File: src/hdl/texture_pkg.sv
package texture_pkg;

  // pixel and code widths.
  localparam int PIXEL_W = 8;
  localparam int COUNT_W = 4;

  // a bin address is ci on top of a 4-bit count.
  localparam int BIN_AW = 5;
  localparam int BINS   = 32;
  localparam int HIST_W = 16;

  // readout order of the two histograms.
  typedef enum logic [1:0] {
    RD_NI,
    RD_RD,
    RD_DONE
  } read_stage_e;

endpackage

File: src/hdl/texture_code.sv
`timescale 1ns/10ps

module texture_code (
  input  logic                          clk,
  input  logic                          rst_n,
  input  logic [texture_pkg::PIXEL_W-1:0] w0_i,
  input  logic [texture_pkg::PIXEL_W-1:0] w1_i,
  input  logic [texture_pkg::PIXEL_W-1:0] w2_i,
  input  logic [texture_pkg::PIXEL_W-1:0] w3_i,
  input  logic [texture_pkg::PIXEL_W-1:0] w4_i,
  input  logic [texture_pkg::PIXEL_W-1:0] w5_i,
  input  logic [texture_pkg::PIXEL_W-1:0] w6_i,
  input  logic [texture_pkg::PIXEL_W-1:0] w7_i,
  input  logic [texture_pkg::PIXEL_W-1:0] w8_i,
  input  logic                          win_valid_i,
  input  logic                          frame_end_i,
  input  logic [texture_pkg::PIXEL_W-1:0] med_i,
  input  logic                          med_valid_i,
  output logic                          ci_o,
  output logic [texture_pkg::COUNT_W-1:0] ni_o,
  output logic [texture_pkg::COUNT_W-1:0] rd_o,
  output logic                          code_valid_o,
  output logic                          code_last_o
);
  localparam int W  = texture_pkg::PIXEL_W;
  localparam int CN = texture_pkg::COUNT_W;

  logic [9*W-1:0] win_in;
  logic [9*W-1:0] win_q [3];  // matches the three median stages.
  logic [2:0]     valid_q;
  logic [2:0]     end_q;
  logic [W-1:0]   center;
  logic [CN-1:0]  ni_c, rd_c;

  assign win_in = {w8_i, w7_i, w6_i, w5_i, w4_i, w3_i, w2_i, w1_i, w0_i};
  assign center = win_q[2][4*W +: W];

  always_comb begin
    ni_c = '0;
    rd_c = '0;
    for (int k = 0; k < 9; k++) begin
      if (k != 4) begin
        ni_c = ni_c + CN'(win_q[2][k*W +: W] >= med_i);
        rd_c = rd_c + CN'(win_q[2][k*W +: W] >= center);
      end
    end
  end

  always_ff @(posedge clk) begin
    win_q[0] <= win_in;
    win_q[1] <= win_q[0];
    win_q[2] <= win_q[1];
    ci_o     <= (center >= med_i);
    ni_o     <= ni_c;
    rd_o     <= rd_c;
  end

  always_ff @(posedge clk or negedge rst_n) begin
    if (!rst_n) begin
      valid_q      <= '0;
      end_q        <= '0;
      code_valid_o <= 1'b0;
      code_last_o  <= 1'b0;
    end else begin
      valid_q      <= {valid_q[1:0], win_valid_i};
      end_q        <= {end_q[1:0], frame_end_i};
      code_valid_o <= med_valid_i && valid_q[2];
      code_last_o  <= end_q[2];
    end
  end

  // the median pipe and the local delay line must stay in step.
  a_median_aligned: assert property (@(posedge clk) disable iff (!rst_n)
    med_valid_i == valid_q[2]);

endmodule

File: config.mk
export PLATFORM = sky130hd
export DESIGN_NAME = texture_code
export DESIGN_NICKNAME = d
export VERILOG_FILES = /design/src/hdl/texture_pkg.sv /design/src/hdl/texture_code.sv
export SDC_FILE = /design/constraint.sdc
export NUM_CORES = 1
export LEC_CHECK = 0
export ABC_AREA = 1
export BUFFER_PORTS_ARGS = -buffer_cell sky130_fd_sc_hd__buf_2
export CAP_MARGIN = 15
export CORE_AREA = 2 2 120 122
export DETAILED_ROUTE_END_ITERATION = 10
export DIE_AREA = 0 0 122 124
export PLACE_DENSITY = 0.8
export SLEW_MARGIN = 5
export SYNTH_ARGS = -nofsm -noshare
export SYNTH_HDL_FRONTEND = slang
export SYNTH_SLANG_ARGS = --single-unit
export TNS_END_PERCENT = 100
File: constraint.sdc
create_clock -name clk -period 10.7 [get_ports clk]
set_input_delay 1.605 -clock clk [delete_from_list [all_inputs] [get_ports clk]]
set_output_delay 1.605 -clock clk [all_outputs]
set_load 0.005 [all_outputs]
-- Word-level counts from Yosys, hierarchy flattened
Memories as Yosys holds them, arrays and structs flattened.
Cells that the tools add are included.
- RAM bits: 216
- memories kept: 1
- bits in registers: 17
- output and inout bits: 11
- word-level logic and storage cells: 40
- input bits: 85
- memories (name ; depth ; bits a word ; rd ports ; clocked after memory_dff ; wr ports ; RTL line ; RTL):
    win_q ; 3 ; 72 ; 3 ; 0 ; 3 ; texture_code.sv:29 ; logic [9*W-1:0] win_q [3];
- add/subtract/negate cells: 14
- $lt $le $gt $ge: 17
- reductions and logical operators: 1
- operators with widths (cell ; count):
    >= comparator 8 bit ; 17
    adder 4 x 1 -> 4 bit ; 8
    adder 3 x 1 -> 4 bit ; 2
    adder 2 x 1 -> 3 bit ; 2
    adder 1 x 1 -> 2 bit ; 2
    logical AND 1 bit ; 1

-- Longest topological paths before layout
- depth after elaboration: 8
- gate-level depth with buffers: 18
- depth with buffers taken out: 18

-- Worst setup path before layout
No wires, ideal clock.
- path type: input to register
- start point: in med_i[1] in the netlist's numbering
- end point: reg ni_o[2] in the netlist's numbering
- setup slack: 5946 ps
- data required time: 10581 ps
- setup time: 119 ps
- path buffers: 0
- data arrival time: 4636 ps
- cell stages on the path: 15
- cells stage by stage: inv_1 -> ha_1 -> nand2_1 -> nand3_1 -> nand2_1 -> nand2_1 -> a21oi_1 -> fa_1 -> fa_1 -> fa_1 -> inv_1 -> ha_1 -> inv_1 -> fa_1 -> xnor2_1
- word-level cells in the longest chain between the ends: 8
- elaborated cells on any way between the ends: 15
- classes of those cells: add/sub: 7; order compare: 8
- ends and longest elaborated chain (element ; RTL line ; RTL):
    start: declaration ; texture_code.sv:17 ; input logic [texture_pkg::PIXEL_W-1:0] med_i,
    >= comparator 8 bit ; texture_code.sv:43 ; ni_c = ni_c + CN'(win_q[2][k*W +: W] >= med_i);
    adder 1 x 1 -> 2 bit ; texture_code.sv:43 ;
    adder 2 x 1 -> 3 bit ; texture_code.sv:43 ;
    adder 3 x 1 -> 4 bit ; texture_code.sv:43 ;
    adder 4 x 1 -> 4 bit (3 in series) ; texture_code.sv:43 ;
    adder 4 x 1 -> 4 bit * ; texture_code.sv:43 ;
    net ni_c[2] ; texture_code.sv:33 ; logic [CN-1:0] ni_c, rd_c;
    end signal: assignment ; texture_code.sv:54 ; ni_o <= ni_c;
    end: declaration ; texture_code.sv:20 ; output logic [texture_pkg::COUNT_W-1:0] ni_o,
The timed path passes the listed nets; every way through them passes the cells marked *.

-- Worst setup path in the final report
- start point: in med_i[7] in the netlist's numbering
- end point: reg ni_o[2] in the netlist's numbering
Same word-level chain as after synthesis.

==> results.md <==
* Initial antenna violation count at 0
* Worst-path clk slew at 0.07 ns
* Total Neg Setup Slack at 0 ns
* Async set or reset register ratio after synthesis at 3.43%
* Full die area at 15100 um^2
* Post-Route WL at between 10000 and 15000 um
* Most common cell after layout, fill and taps aside: dfxtp_1
* Core Region at about 14000 um^2
* First-pass GRT wire length at 22600 um
* DR vias/cell at around 4.8
* Top FF cell, synth: dfxtp_1
* CTS Sinks at 233
* Status: completed
* Number of DRC markers in iteration 0 at 171
* Post-Syn Instances at 729
* Crit. End Element: flop
* Worst-path cell chain: buf_2 -> inv_1 -> ha_1 -> a21oi_1 -> o21ai_0 -> a21oi_1 -> fa_1 -> fa_1 -> fa_1 -> inv_1 -> ha_1 -> inv_1 -> fa_1 -> xnor2_1
* Slew Viols, Final at 0
* Peak supply drop at 0.000155 V
* # DRC at 0
* Clock tree buffer depth at 3
* Delay-heaviest family, CP: adder cells
* Row cnt at 43
* Crit path buffers/inverters at 4
* Clk root buf: clkbuf_16
* Hold Fails Final Rpt at 0
* PD cells at 203 nW/um^2
* Skew-Pair Late Insertion Delay at 0.50 ns
* Io pins at 96
* HPWL after DPL at between 10000 and 15000 um
* Setup violations, final at 0
* Tightest Hold Check Type: reg2reg
* Post-place setup slack at 5.52 ns
* Num CTS Buffers at 21
* Main combinational cell family by area after synthesis: adder cells
* Setup ws final at between 6 and 7 ns
* Multiplexer share of the synthesized area at 0%
* Final core occ at 69.1%
* Synth Area in Adders at around a quarter
* Slew @ Worst Pin at 0.451 ns
* R2R cell count at 15
* Most used cell, CP: fa_1
* Data arrival, critical path at between 5 and 6 ns
* DP Area at 8790 um^2
* Fin crit share at 43.8%
* Post-CTS setup buffers at 0
* Synth cell types at 16
* CTS tree: yes
* # resized after CTS at 0
* Normalized max-slew margin at a little over two thirds
* Setup CP Type: in2reg
* WL/cell at between 10 and 15 um
* Largest stage delay, worst path at around 0.53 ns
* Placed instance count at 1004
* PortBufs at 95
* Min Tclk post-route at 4.69 ns
* Fin area at ~9500 um^2
* Simple-Gate Fraction of Synth Area at under 10%
* Syn_area_per_cell at 11.1 um^2
* Worst EP required at 11.10 ns
* Number of synthesized flops with an enable pin at 0
* XOR/XNOR Fraction of Synth Area at 0.217%
* Commonest non-fill, non-tap cells in the layout: dfxtp_1 (225), ha_1 (142), nand2_1 (135)
* Max-cap violations at 0
* Syn-to-layout area delta at 17.2%
* Flip-flop and latch count after synthesis at about 230
* Critical path depth at 14
* Worst-path fanout max at 9
* Post-synthesis compound-gate area fraction at under 10%
* Start point of the critical path: med_i[7]
* Post-synthesis net count at 964
* Cts hold-fix bufs at 0
* Gp weighted congestion at 0.826
* Die height at 124 um
* Startpoint Class: input pin
* Vias in the first global route at about 5000
* Largest net degree at the start of global routing at 17
* RR Startpoint: win_q[0][182]$_DFF_P_
* Capture point of the worst path: ni_o[2]$_DFF_P_
* Via count at between 4000 and 5000
* Die width at 122 um
* Nets@finish at roughly 1100
* Worst path slowest cell: fa_1
* Total power at 1.92 mW
* 1st-pass router iterations at 4
* Peak Freq at 213 MHz
* Register area share after synthesis at 58.2%
* Worst R2R End: rd_o[1]$_DFF_P_
* Initial Util at 59.0%
* Overflow after GRT at 0
* Leak at 4.86 nW
* Yosys warns at 0
* Clock Skew at 0.0182 ns
* H-tree levels at 1
* Hold_ws at 0.308 ns
* Antenna diode count at 0
* Ratio of cells with drive above 1 in the final layout at 15.0%
* Gr usage total at a little under a fifth
* Layout Cells excl Fill at 1042
* RSZ-0062 raised after global routing: false
* Mapped cell area at between 8000 and 9000 um^2
* ANT nets after route at 0
* Worst reg2reg setup slack at ~6.7 ns
## report_power, final
group | total, mW | internal, mW | switching [mW]
clock | 0.737 | 0.431 | 0.305
combinational | 0.236 | 0.105 | 0.130
sequential | 0.952 | 0.928 | 0.0233
total | 1.92 | 1.47 | 0.459
## final cells by class
cell class              count  area (um^2)
repair buffers             95          475
well taps                 180          225
fillers                  1048         4240
inverters                  89          334
flip-flops and latches    233         4700
multi-input cells         407         3050
clock buffers              32          628
clock inverters             6         62.6
## sequential cells by signal, summed over array words and instances, names as in the netlist
| register | count |
|---|---|
| code_last_o | 1 |
| ci_o | 1 |
| win_q | 216 |
| valid_q | 3 |
| code_valid_o | 1 |
| end_q | 3 |
| rd_o | 4 |
| ni_o | 4 |
## cells in the mapped netlist (all sizes together) (2+ instances only)
cell | instances | area share [%]
nand3 | 16 | 0.99
nand2 | 135 | 6.3
nor3 | 4 | 0.25
o21ai | 13 | 0.80
fa | 8 | 2.0
nor2 | 23 | 1.1
xnor2 | 2 | 0.22
dfrtp | 8 | 2.5
nand3b | 3 | 0.28
dfxtp | 225 | 56
ha | 142 | 22
a21oi | 60 | 3.8
inv | 89 | 4.1
## how the worst min path moves through the flow
stage	startpoint	endpoint	slack (ns)	cells after the start
global route	win_q[0][9]$_DFF_P_	win_q[0][81]$_DFF_P_	0.33	0
CTS	win_q[0][128]$_DFF_P_	win_q[0][200]$_DFF_P_	0.32	0
detailed placement	win_q[0][38]$_DFF_P_	win_q[0][110]$_DFF_P_	0.31	0
global placement	win_q[0][14]$_DFF_P_	win_q[0][86]$_DFF_P_	0.31	0
finish	win_q[0][128]$_DFF_P_	win_q[0][200]$_DFF_P_	0.31	0
floorplan	win_q[0][28]$_DFF_P_	win_q[0][100]$_DFF_P_	0.31	0
## layer usage
metal  track usage (%)  wire, um  up-vias  share of wire, %
li1                  -         -     2598                 -
met1              23.0      6190     2223                44
met2              34.0      6670      115                47
met3              3.57       782       29               5.6
met4              7.61       399        0               2.8
met5                 0         0        -                 0
## logic make-up (layout without fill, tap and decap cells)
kind of cell / count (synthesis) / in the layout
buffers and inverters: 89 / 222
flip-flops: 233 / 233
AND/OR/NAND/NOR: 181 / 181
adder cells (fa/ha/maj): 150 / 150
XOR/XNOR: 2 / 2
AO/OA/AOI/OAI: 74 / 74
Note: power is estimated with default switching activity, not from simulation.
