### config.mk
export PLATFORM = sky130hd
export DESIGN_NAME = joint_histogram
export DESIGN_NICKNAME = d
export VERILOG_FILES = /design/src/hdl/texture_pkg.sv /design/src/hdl/joint_histogram.sv
export SDC_FILE = /design/constraint.sdc
export NUM_CORES = 1
export LEC_CHECK = 0
export BUFFER_PORTS_ARGS = -buffer_cell sky130_fd_sc_hd__buf_4
export CORE_MARGIN = 4
export CORE_UTILIZATION = 40
export DETAILED_ROUTE_END_ITERATION = 12
export PLACE_DENSITY = 0.51
export RECOVER_POWER = 50
export SETUP_SLACK_MARGIN = 0.2
export SLEW_MARGIN = 20
export SYNTH_ARGS = -nofsm -noshare
export SYNTH_HDL_FRONTEND = slang
export SYNTH_SLANG_ARGS = --single-unit
### constraint.sdc
create_clock -name clk -period 6.95 [get_ports clk]
set_input_delay 0.3475 -clock clk [delete_from_list [all_inputs] [get_ports clk]]
set_output_delay 0.3475 -clock clk [all_outputs]
set_load 0.1 [all_outputs]
### src/hdl/texture_pkg.sv
package texture_pkg;

  // pixel and code widths.
  localparam int PIXEL_W = 8;
  localparam int COUNT_W = 4;

  // a bin address is ci on top of a 4-bit count.
  localparam int BIN_AW = 5;
  localparam int BINS   = 32;
  localparam int HIST_W = 16;

  // readout order of the two histograms.
  typedef enum logic [1:0] {
    RD_NI,
    RD_RD,
    RD_DONE
  } read_stage_e;

endpackage

### src/hdl/joint_histogram.sv
`timescale 1ns/10ps

module joint_histogram (
  input  logic                          clk,
  input  logic                          rst_n,
  input  logic                          clr_i,
  input  logic                          accum_i,
  input  logic [texture_pkg::BIN_AW-1:0]  bin_i,
  input  logic                          read_step_i,
  output logic [texture_pkg::HIST_W-1:0]  count_o,
  output logic                          count_valid_o,
  output logic                          last_o
);
  localparam int AW = texture_pkg::BIN_AW;
  localparam int CN = texture_pkg::COUNT_W;

  logic [texture_pkg::HIST_W-1:0] bins_q [texture_pkg::BINS];
  logic [AW-1:0]                  rd_ptr_q;

  always_ff @(posedge clk or negedge rst_n) begin
    if (!rst_n) begin
      for (int i = 0; i < texture_pkg::BINS; i++) begin
        bins_q[i] <= '0;
      end
    end else if (clr_i) begin
      for (int i = 0; i < texture_pkg::BINS; i++) begin
        bins_q[i] <= '0;
      end
    end else if (accum_i) begin
      bins_q[bin_i] <= bins_q[bin_i] + 1'b1;
    end
  end

  // read pointer walks the bins one step at a time and wraps after the last.
  always_ff @(posedge clk or negedge rst_n) begin
    if (!rst_n) begin
      rd_ptr_q <= '0;
    end else if (clr_i) begin
      rd_ptr_q <= '0;
    end else if (read_step_i) begin
      rd_ptr_q <= rd_ptr_q + 1'b1;
    end
  end

  assign count_o       = bins_q[rd_ptr_q];
  assign count_valid_o = read_step_i;
  assign last_o        = read_step_i && (rd_ptr_q == AW'(texture_pkg::BINS - 1));

  // readout is only legal once the frame has been accumulated.
  a_no_read_during_accum: assert property (@(posedge clk) disable iff (!rst_n)
    !(accum_i && read_step_i));

  // a count of more than eight neighbors cannot come out of a 3x3 window.
  a_bin_in_range: assert property (@(posedge clk) disable iff (!rst_n)
    accum_i |-> (bin_i[CN-1:0] <= CN'(8)));

endmodule

# Yosys cells after proc, flatten, opt, wreduce, memory -nomap -nowiden
# Index checks and enable logic that the tools add are counted.
dict set report word_totals {
  mem_count 0
  latchBits 0
  word_cells 58
  mem_bits_ro 0
  mem_bits_rw 0
  register_bits 517
}
dict set report op_classes {
  div 0
  n_reduce_logical 4
  n_addsub 2
  order_cmp 3
  mul 0
  eq_ne 1
  n_shift 0
  bitwise_logic 2
  muxes 13
}
# operator n
set op_table {}
lappend op_table {{512-bit 2-to-1 mux} 2}
lappend op_table {{512-bit bitwise mux} 1}
lappend op_table {{16-bit binary-select mux with 5-bit select} 2}
lappend op_table {{16-bit demux with 5-bit select} 1}
lappend op_table {{16-bit 2-to-1 mux} 5}
lappend op_table {{16-bit by 1-bit adder with 16-bit output, second input constant} 1}
lappend op_table {{6-bit >= comparator, second input constant} 2}
lappend op_table {{5-bit NOT with 6-bit output} 2}
lappend op_table {{5-bit 2-to-1 mux} 2}
lappend op_table {{6-bit by 1-bit < comparator with 1-bit output, second input constant} 1}
lappend op_table {{5-bit by 1-bit adder with 5-bit output, second input constant} 1}
lappend op_table {{5-bit == test, second input constant} 1}
lappend op_table {{2-bit nonzero test} 2}
lappend op_table {{1-bit logical AND} 2}

# Longest topological paths before layout
# Gate-level depths: netlist (run 1).
dict set report depth {
  depth_word 8
  depth_mapped 14
  ltp_nobuf 9
}

# Least setup slack after synthesis (run 1)
# Ideal clock, no wire load.
dict set report synth_path {
  kind {reg-to-output}
  startpoint {register rd_ptr_q[0]}
  endpoint {output count_o[0] (netlist name)}
  path_stages_with_launch 7
  required_time_ns 6.602
  arrival_ns 2.781
  slack_ns 3.821
  n_path_buf 3
  path_cell_list {dfrtp_1 -> clkbuf_1 -> clkbuf_1 -> buf_1 -> mux4_2 -> mux4_2 -> mux2_2}
}
dict set report synth_between {
  elab_chain_cells 4
}
# item line
set synth_lines {}
lappend synth_lines {{start: declaration} joint_histogram.sv:18} ;# logic [AW-1:0] rd_ptr_q;
lappend synth_lines {{start signal: assignment} joint_histogram.sv:41} ;# rd_ptr_q <= rd_ptr_q + 1'b1;
lappend synth_lines {{5-bit NOT with 6-bit output (implied by the code)} joint_histogram.sv:45} ;# assign count_o = bins_q[rd_ptr_q];
lappend synth_lines {{16-bit binary-select mux with 5-bit select} joint_histogram.sv:45}
lappend synth_lines {{16-bit 2-to-1 mux (implied by the code) (2 in a row)} joint_histogram.sv:45}
lappend synth_lines {{end: declaration} joint_histogram.sv:10} ;# output logic [texture_pkg::HIST_W-1:0] count_o,
# Every way passes these cells. The select of a mux whose other input is x is not followed.

==> results of run 1 <==
==> cell type report <==
cell class                 instances  area share [%]
clock inverter                    24            1.24
timing repair buffer             121            3.11
sequential                       517            42.6
multi-input combinational       1432            43.8
antenna                            2          0.0165
tap                              873            3.60
clock buffer                      83            5.63
==> routing by layer <==
| layer | wire length [um] | share of wire [%] | GRT usage (%) |
|---|---|---|---|
| met5 | 26 | 0.024 | 0 |
| met3 | 10300 | 9.6 | 6.89 |
| met4 | 6820 | 6.4 | 15.3 |
| met2 | 47900 | 45 | 44.8 |
| met1 | 42100 | 39 | 40.0 |
==> report_power, final <==
| part | leakage [nW] | total [mW] | internal, mW | switching (mW) |
|---|---|---|---|---|
| sequential | 7.21 | 3.03 | 3.02 | 0.0169 |
| clock | 1.02 | 3.39 | 2.07 | 1.32 |
| combinational | 4.90 | 0.493 | 0.134 | 0.359 |
==> cell usage after synthesis, types with 3 or more instances <==
library cell,number,area (um^2)
mux2_2,16,180
and3_1,3,18.8
a22o_1,384,3360
or4b_1,4,40.0
buf_1,18,67.6
mux4_2,169,3810
a21oi_1,33,165
nand4_1,4,25.0
o21ai_0,38,190
ha_1,3,37.5
nand3_1,3,15.0
o22ai_1,119,744
mux2i_1,243,2430
nor2_1,42,158
nor4_1,32,200
nor2b_1,7,43.8
nand2b_1,6,37.5
buf_6,12,135
nand4b_1,4,35.0
nand2_1,180,676
dfrtp_1,517,12900
buf_2,63,315
xor2_1,9,78.8
buf_4,7,52.6
nand4bb_1,6,67.6
xnor2_1,6,52.6
clkbuf_1,131,492
and2_1,4,25.0
o21ai_1,91,455
nor3_1,3,15.0
nand2_2,3,18.8
==> registers in the layout, indices dropped and copies added (netlist names) <==
name      cells
bins_q      512
rd_ptr_q      5
==> per-stage QoR <==
stage               std cells  util (%)  worst slack (ns)  hold WS, ns
floorplan                2181         -              3.82       0.0519
global placement         2942      42.1              2.07        0.449
detailed placement       2942      42.1              2.04        0.461
CTS                      3050      45.3              2.49       0.0305
global route             3050      45.2              1.31       0.0697
finish                   3052      45.2              2.13       0.0459
==> what timing repair did <==
action                                 in CTS  in global routing
resized for setup                           0                  0
endpoints found under the hold margin      92                  0
hold buffers                                1                  0
setup buffers                               0                  0
==> critical path, delay by kind of cell <==
kind	cells	cell delay, ns
buffers and inverters	3	3.88
==> logic make-up (layout without fill, tap and decap cells) <==
logic type                 after synthesis  count (layout)  synth area share (%)
DFF                                    517             517                  47.7
adders and majority gates                3               3                 0.138
AOI/OAI and AO/OA                      667             667                  18.2
xor gates and xnor gates                17              17                 0.604
buffers and inverters                  232             228                  3.93
other                                    0               2                     0
and+or+nand+nor                        317             317                  5.79
muxes                                  428             428                  23.7
==> final timing paths <==
kind                                         start  slack [ns]                       to  cells past startpoint
max                                          rst_n        2.13  bins_q[415]$_DFFE_PN0P_                      3
min                                    read_step_i        0.05  rd_ptr_q[0]$_DFFE_PN0P_                      3
max reg2reg                bins_q[144]$_DFFE_PN0P_        3.07  bins_q[307]$_DFFE_PN0P_                      9
min reg2reg                bins_q[496]$_DFFE_PN0P_        0.50  bins_q[496]$_DFFE_PN0P_                      2
max in group clk                          bin_i[0]        2.35  bins_q[307]$_DFFE_PN0P_                     10
min in group asynchronous                    rst_n        0.31  bins_q[116]$_DFFE_PN0P_                      2
==> metrics, run 1 <==
outcome=finished with violations; failing checks=capacitance limit, slew limit; clock buffer depth=3; commonest non-fill, non-tap cell in the layout=dfrtp_1; DP Wirelength=69.0 mm; Synth Warn #=0; max incr delay on CP=2.77 ns; Final Hold Viols=0; vias in the first global route=21400; routed wire length=107 mm; crit-path max FO=154; Crit. End Element=asynchronous set/reset pin; Distinct cells, synth=46; Cell Area, Placed=28300 um^2; die height=268 um; CTS Sinks=517; crit path time final=4.82 ns; Avg WL per Cell=35.1 um; vias per std cell=6.91; max-cap violations=5; slew margin rel.=-173%; sequential fraction of the synthesis area=47.7%; most frequent cells in the layout=dfrtp_1, a22o_1, mux2i_1; via count=21100; die width=268 um; EDFF count, synth=0; first-pass GRT wire length=154 mm; Cell Pwr Density=228 nW/um^2; full die area=72100 um^2; core area=67200 um^2; Total Routing Usage GR=29.5%; Fmax achieved=208 MHz; DRT iter0 DRCs=2609; Residual DRC=0; CP Launch Type=input pin; io pins=28; pin count of the biggest net entering global routing=155; worst hold path class=in -> reg; worst skew pair latency=0.64 ns; slowest CP cell=clkbuf_2; P_leak=13.1 nW; footprint of the multi-input gates=13300 um^2; CTS root buffer=clkbuf_16; Area Overhead vs Synth=11.9%; Setup Total Neg Slack=0 ns; main flop type after synthesis=dfrtp_1; layout cells sized above 1=20.9%; CP required=6.74 ns; DR pass1 iterations=6; initial antenna violation count=5; crit path kind=in -> async; register clock-pin slew on the reported worst setup and hold paths=0.06 ns; gpl congestion=0.921; worst-path cell chain=dlygate4sd3_1 -> buf_8 -> clkbuf_2; #FFs+latches synth=517; synthesized area per cell=12.4 um^2; CTS tree=yes; worst vdd ir=0.200 mV; Netlist Area Pre-Place=27100 um^2; CTS HTree Levels=2; cts bufs inserted=58; PortBufs=27; antenna-violating nets left=0; Setup Skew=0.0348 ns; final setup fails=0; Starting Density=40.4%; RSZ-0062 raised after global routing=no; total power=6.92 mW; post-synthesis cell count=2181; Final Instance Area=30400 um^2; Slew @ Worst Pin=4.10 ns; pins over their slew limit=392; CP arrival=4.60 ns; fin crit share=69.3%; ys async rst share=100%; register area=12900 um^2; Mapped Nets=2194; GRT overflow=0; fillers=6070; nets=2143; Cell Rows=95
No activity file was read; power rests on OpenSTA's default activity.
==> inputs of run 2 (changes only) <==
--- a/config.mk
+++ b/config.mk
@@ -9,7 +9,7 @@
 export CORE_MARGIN = 4
 export CORE_UTILIZATION = 40
 export DETAILED_ROUTE_END_ITERATION = 12
-export PLACE_DENSITY = 0.51
+export PLACE_DENSITY = 0.53
 export RECOVER_POWER = 50
 export SETUP_SLACK_MARGIN = 0.2
 export SLEW_MARGIN = 20
==> constraint.sdc (replaced) <==
create_clock -name clk -period 4.4 [get_ports clk]
set_input_delay 0.22 -clock clk [delete_from_list [all_inputs] [get_ports clk]]
set_output_delay 0.22 -clock clk [all_outputs]
set_load 0.1 [all_outputs]
==> metrics, run 2 (synthesis gave the netlist of run 1 again) <==
outcome=finished with violations (unchanged); failing checks=capacitance limit, slew limit (unchanged); CTS HTree Levels=2 (unchanged); gpl congestion=0.974 (was 0.921); Regs by FF count=bins_q: 512 flops, rd_ptr_q: 5 flops (unchanged); initial antenna violation count=0 (was 5); Clk pwr share=47.3% (was 49.0%); CTS tree=yes (unchanged); pin count of the biggest net entering global routing=106 (was 155); reg2reg end=bins_q[6]$_DFFE_PN0P_ (was bins_q[307]$_DFFE_PN0P_); die width=268 um (unchanged); Total Routing Usage GR=28.5% (was 29.5%); P_int=7.99 mW (was 5.22 mW); via count=21100 (about the same); Fmax achieved=253 MHz; cts bufs inserted=58 (unchanged); full die area=72100 um^2 (unchanged); CTS Sinks=517 (unchanged); fin crit share=89.8%; crit path time final=3.95 ns; PortBufs=27 (unchanged); commonest non-fill, non-tap cell in the layout=dfrtp_1 (unchanged); Residual DRC=0 (unchanged); Area Overhead vs Synth=13.4% (was 11.9%); worst reg2reg startpoint=bins_q[384]$_DFFE_PN0P_ (was bins_q[144]$_DFFE_PN0P_); nets=2198 (was 2143); RSZ-0062 raised after global routing=no (unchanged); Crit. End Element=output port (was asynchronous set/reset pin); crit path kind=reg -> out (was in -> async); GRT overflow=0 (unchanged); antenna-violating nets left=0 (unchanged); setup slack, reg-to-reg=0.73 ns (was 3.07 ns); DRT iter0 DRCs=2478 (was 2609); hold depth=6 (was 3); largest register by flop count=bins_q (unchanged); routed wire length=103 mm (was 107 mm); Flop pwr share=45.3% (was 43.8%); Worst Reg2Reg Path Length in Cells=10 (was 9); io pins=28 (unchanged); layout cells sized above 1=22.2% (was 20.9%); Sw Ratio=24.8% (was 24.6%); Cell Pwr Density=345 nW/um^2 (was 228 nW/um^2); crit-path max FO=26 (was 154); hold path start=accum_i (was read_step_i); worst hold path class=in -> reg (unchanged); max reg flops=512 (unchanged); Antenna Cells=0 (was 2); worst vdd ir=0.309 mV (was 0.200 mV); P_leak=13.4 nW (was 13.1 nW); Cell Rows=95 (unchanged); Cell Area, Placed=28800 um^2 (was 28300 um^2); CTS root buffer=clkbuf_16 (unchanged); CP arrival=3.73 ns (was 4.60 ns); clock buffer depth=3 (unchanged); core area=67200 um^2 (unchanged); most frequent cells in the layout=dfrtp_1, a22o_1, mux2i_1 (unchanged); placed cell count=2994 (was 2942); register clock-pin slew on the reported worst setup and hold paths=0.06 ns (about the same); CP Launch Type=register (was input pin); pins over their slew limit=129 (was 392); max-cap violations=2 (was 5); Hold Path Sink=bins_q[301]$_DFFE_PN0P_ (was rd_ptr_q[0]$_DFFE_PN0P_); Final Instance Area=30800 um^2 (was 30400 um^2); DR pass1 iterations=5 (was 6); worst skew pair latency=0.63 ns (was 0.64 ns); Final Hold Viols=0 (unchanged); final core utilization=45.8% (was 45.2%); DP Wirelength=71.3 mm (was 69.0 mm); vias in the first global route=21200 (was 21400); Setup Total Neg Slack=0 ns (unchanged); slew margin rel.=-109% (was -173%); Starting Density=40.4% (unchanged); Setup Skew=0.0201 ns (was 0.0348 ns); NetSw=2.64 mW (was 1.70 mW); final setup fails=0 (unchanged); Avg WL per Cell=33.2 um (was 35.1 um); Slew @ Worst Pin=3.13 ns (was 4.10 ns); CP required=4.18 ns (was 6.74 ns); Gate power share=7.4% (was 7.1%); die height=268 um (unchanged); vias per std cell=6.79 (was 6.91); first-pass GRT wire length=151 mm (was 154 mm); Final Non-Filler Cells=3105 (was 3052)
-- run 2: cell count changes in the layout (fill, tap and decap cells not counted), moves of 3 or more --
cell	before	now
buf_12	3	14
buf_4	109	151
bufinv_16	10	3
clkbuf_1	16	12
clkbuf_8	10	17
clkinv_4	0	3
dlygate4sd3_1	1	4
nor2_1	19	32
nor2_2	23	10
-- run 2: routing by layer --
metal	global-route usage [%]	share of wire (%)	vias up
li1	-	-	8531
met1	40.0	41	11200
met2	44.6	46	1091
met3	3.86	7.3	241
met4	13.1	5.5	0
met5	0	0	-
-- run 2: area by class of cell --
class                           instances  area [um^2]
Clock inverter                         19          188
Tap cell                              873         1090
Sequential cell                       517        12900
Timing Repair Buffer                  176         1500
Fill cell                            6010        36400
Clock buffer                           88         1800
Multi-Input combinational cell       1432        13200
-- run 2: stage by stage --
stage                     hold WS, ns  setup slack (ns)  power, mW
final                           0.335             0.451       10.6
after global routing            0.361             0.366       10.9
after CTS                       0.291             0.435       10.7
after detailed placement        0.372             0.182       5.68
after global placement          0.366             0.217       5.67
after floorplan               -0.0756              1.40       5.30
-- run 2: worst max-delay path by stage --
stage                                  from                       to  slack [ns]
floorplan           rd_ptr_q[0]$_DFFE_PN0P_               count_o[0]        1.40
global placement                   bin_i[1]   bins_q[86]$_DFFE_PN0P_        0.22
detailed placement                 bin_i[1]  bins_q[166]$_DFFE_PN0P_        0.18
CTS                 rd_ptr_q[0]$_DFFE_PN0P_              count_o[14]        0.43
global route        rd_ptr_q[0]$_DFFE_PN0P_              count_o[14]        0.37
finish              rd_ptr_q[2]$_DFFE_PN0P_               count_o[5]        0.45
-- run 2: what timing repair did --
action / CTS / global route
buffers inserted: 0 / 0
gates resized for setup: 0 / 0
hold buffers: 4 / 0
endpoints found under the hold margin: 101 / 0
-- run 2: power by group through the flow --
| stage | logic [mW] | clock network, mW | registers, mW |
|---|---|---|---|
| finish | 0.789 | 5.03 | 4.81 |
| floorplan | 0.443 | 0 | 4.85 |
| global route | 0.828 | 5.29 | 4.81 |
| detailed placement | 0.778 | 0 | 4.90 |
| global placement | 0.773 | 0 | 4.90 |
| CTS | 0.784 | 5.11 | 4.81 |
-- run 2: critical path, cell delays in order, from the launching register on --
cell	delay (ns)
dfrtp_1	1.67
buf_4	0.45
mux4_2	0.41
mux2_2	0.30
buf_4	0.24
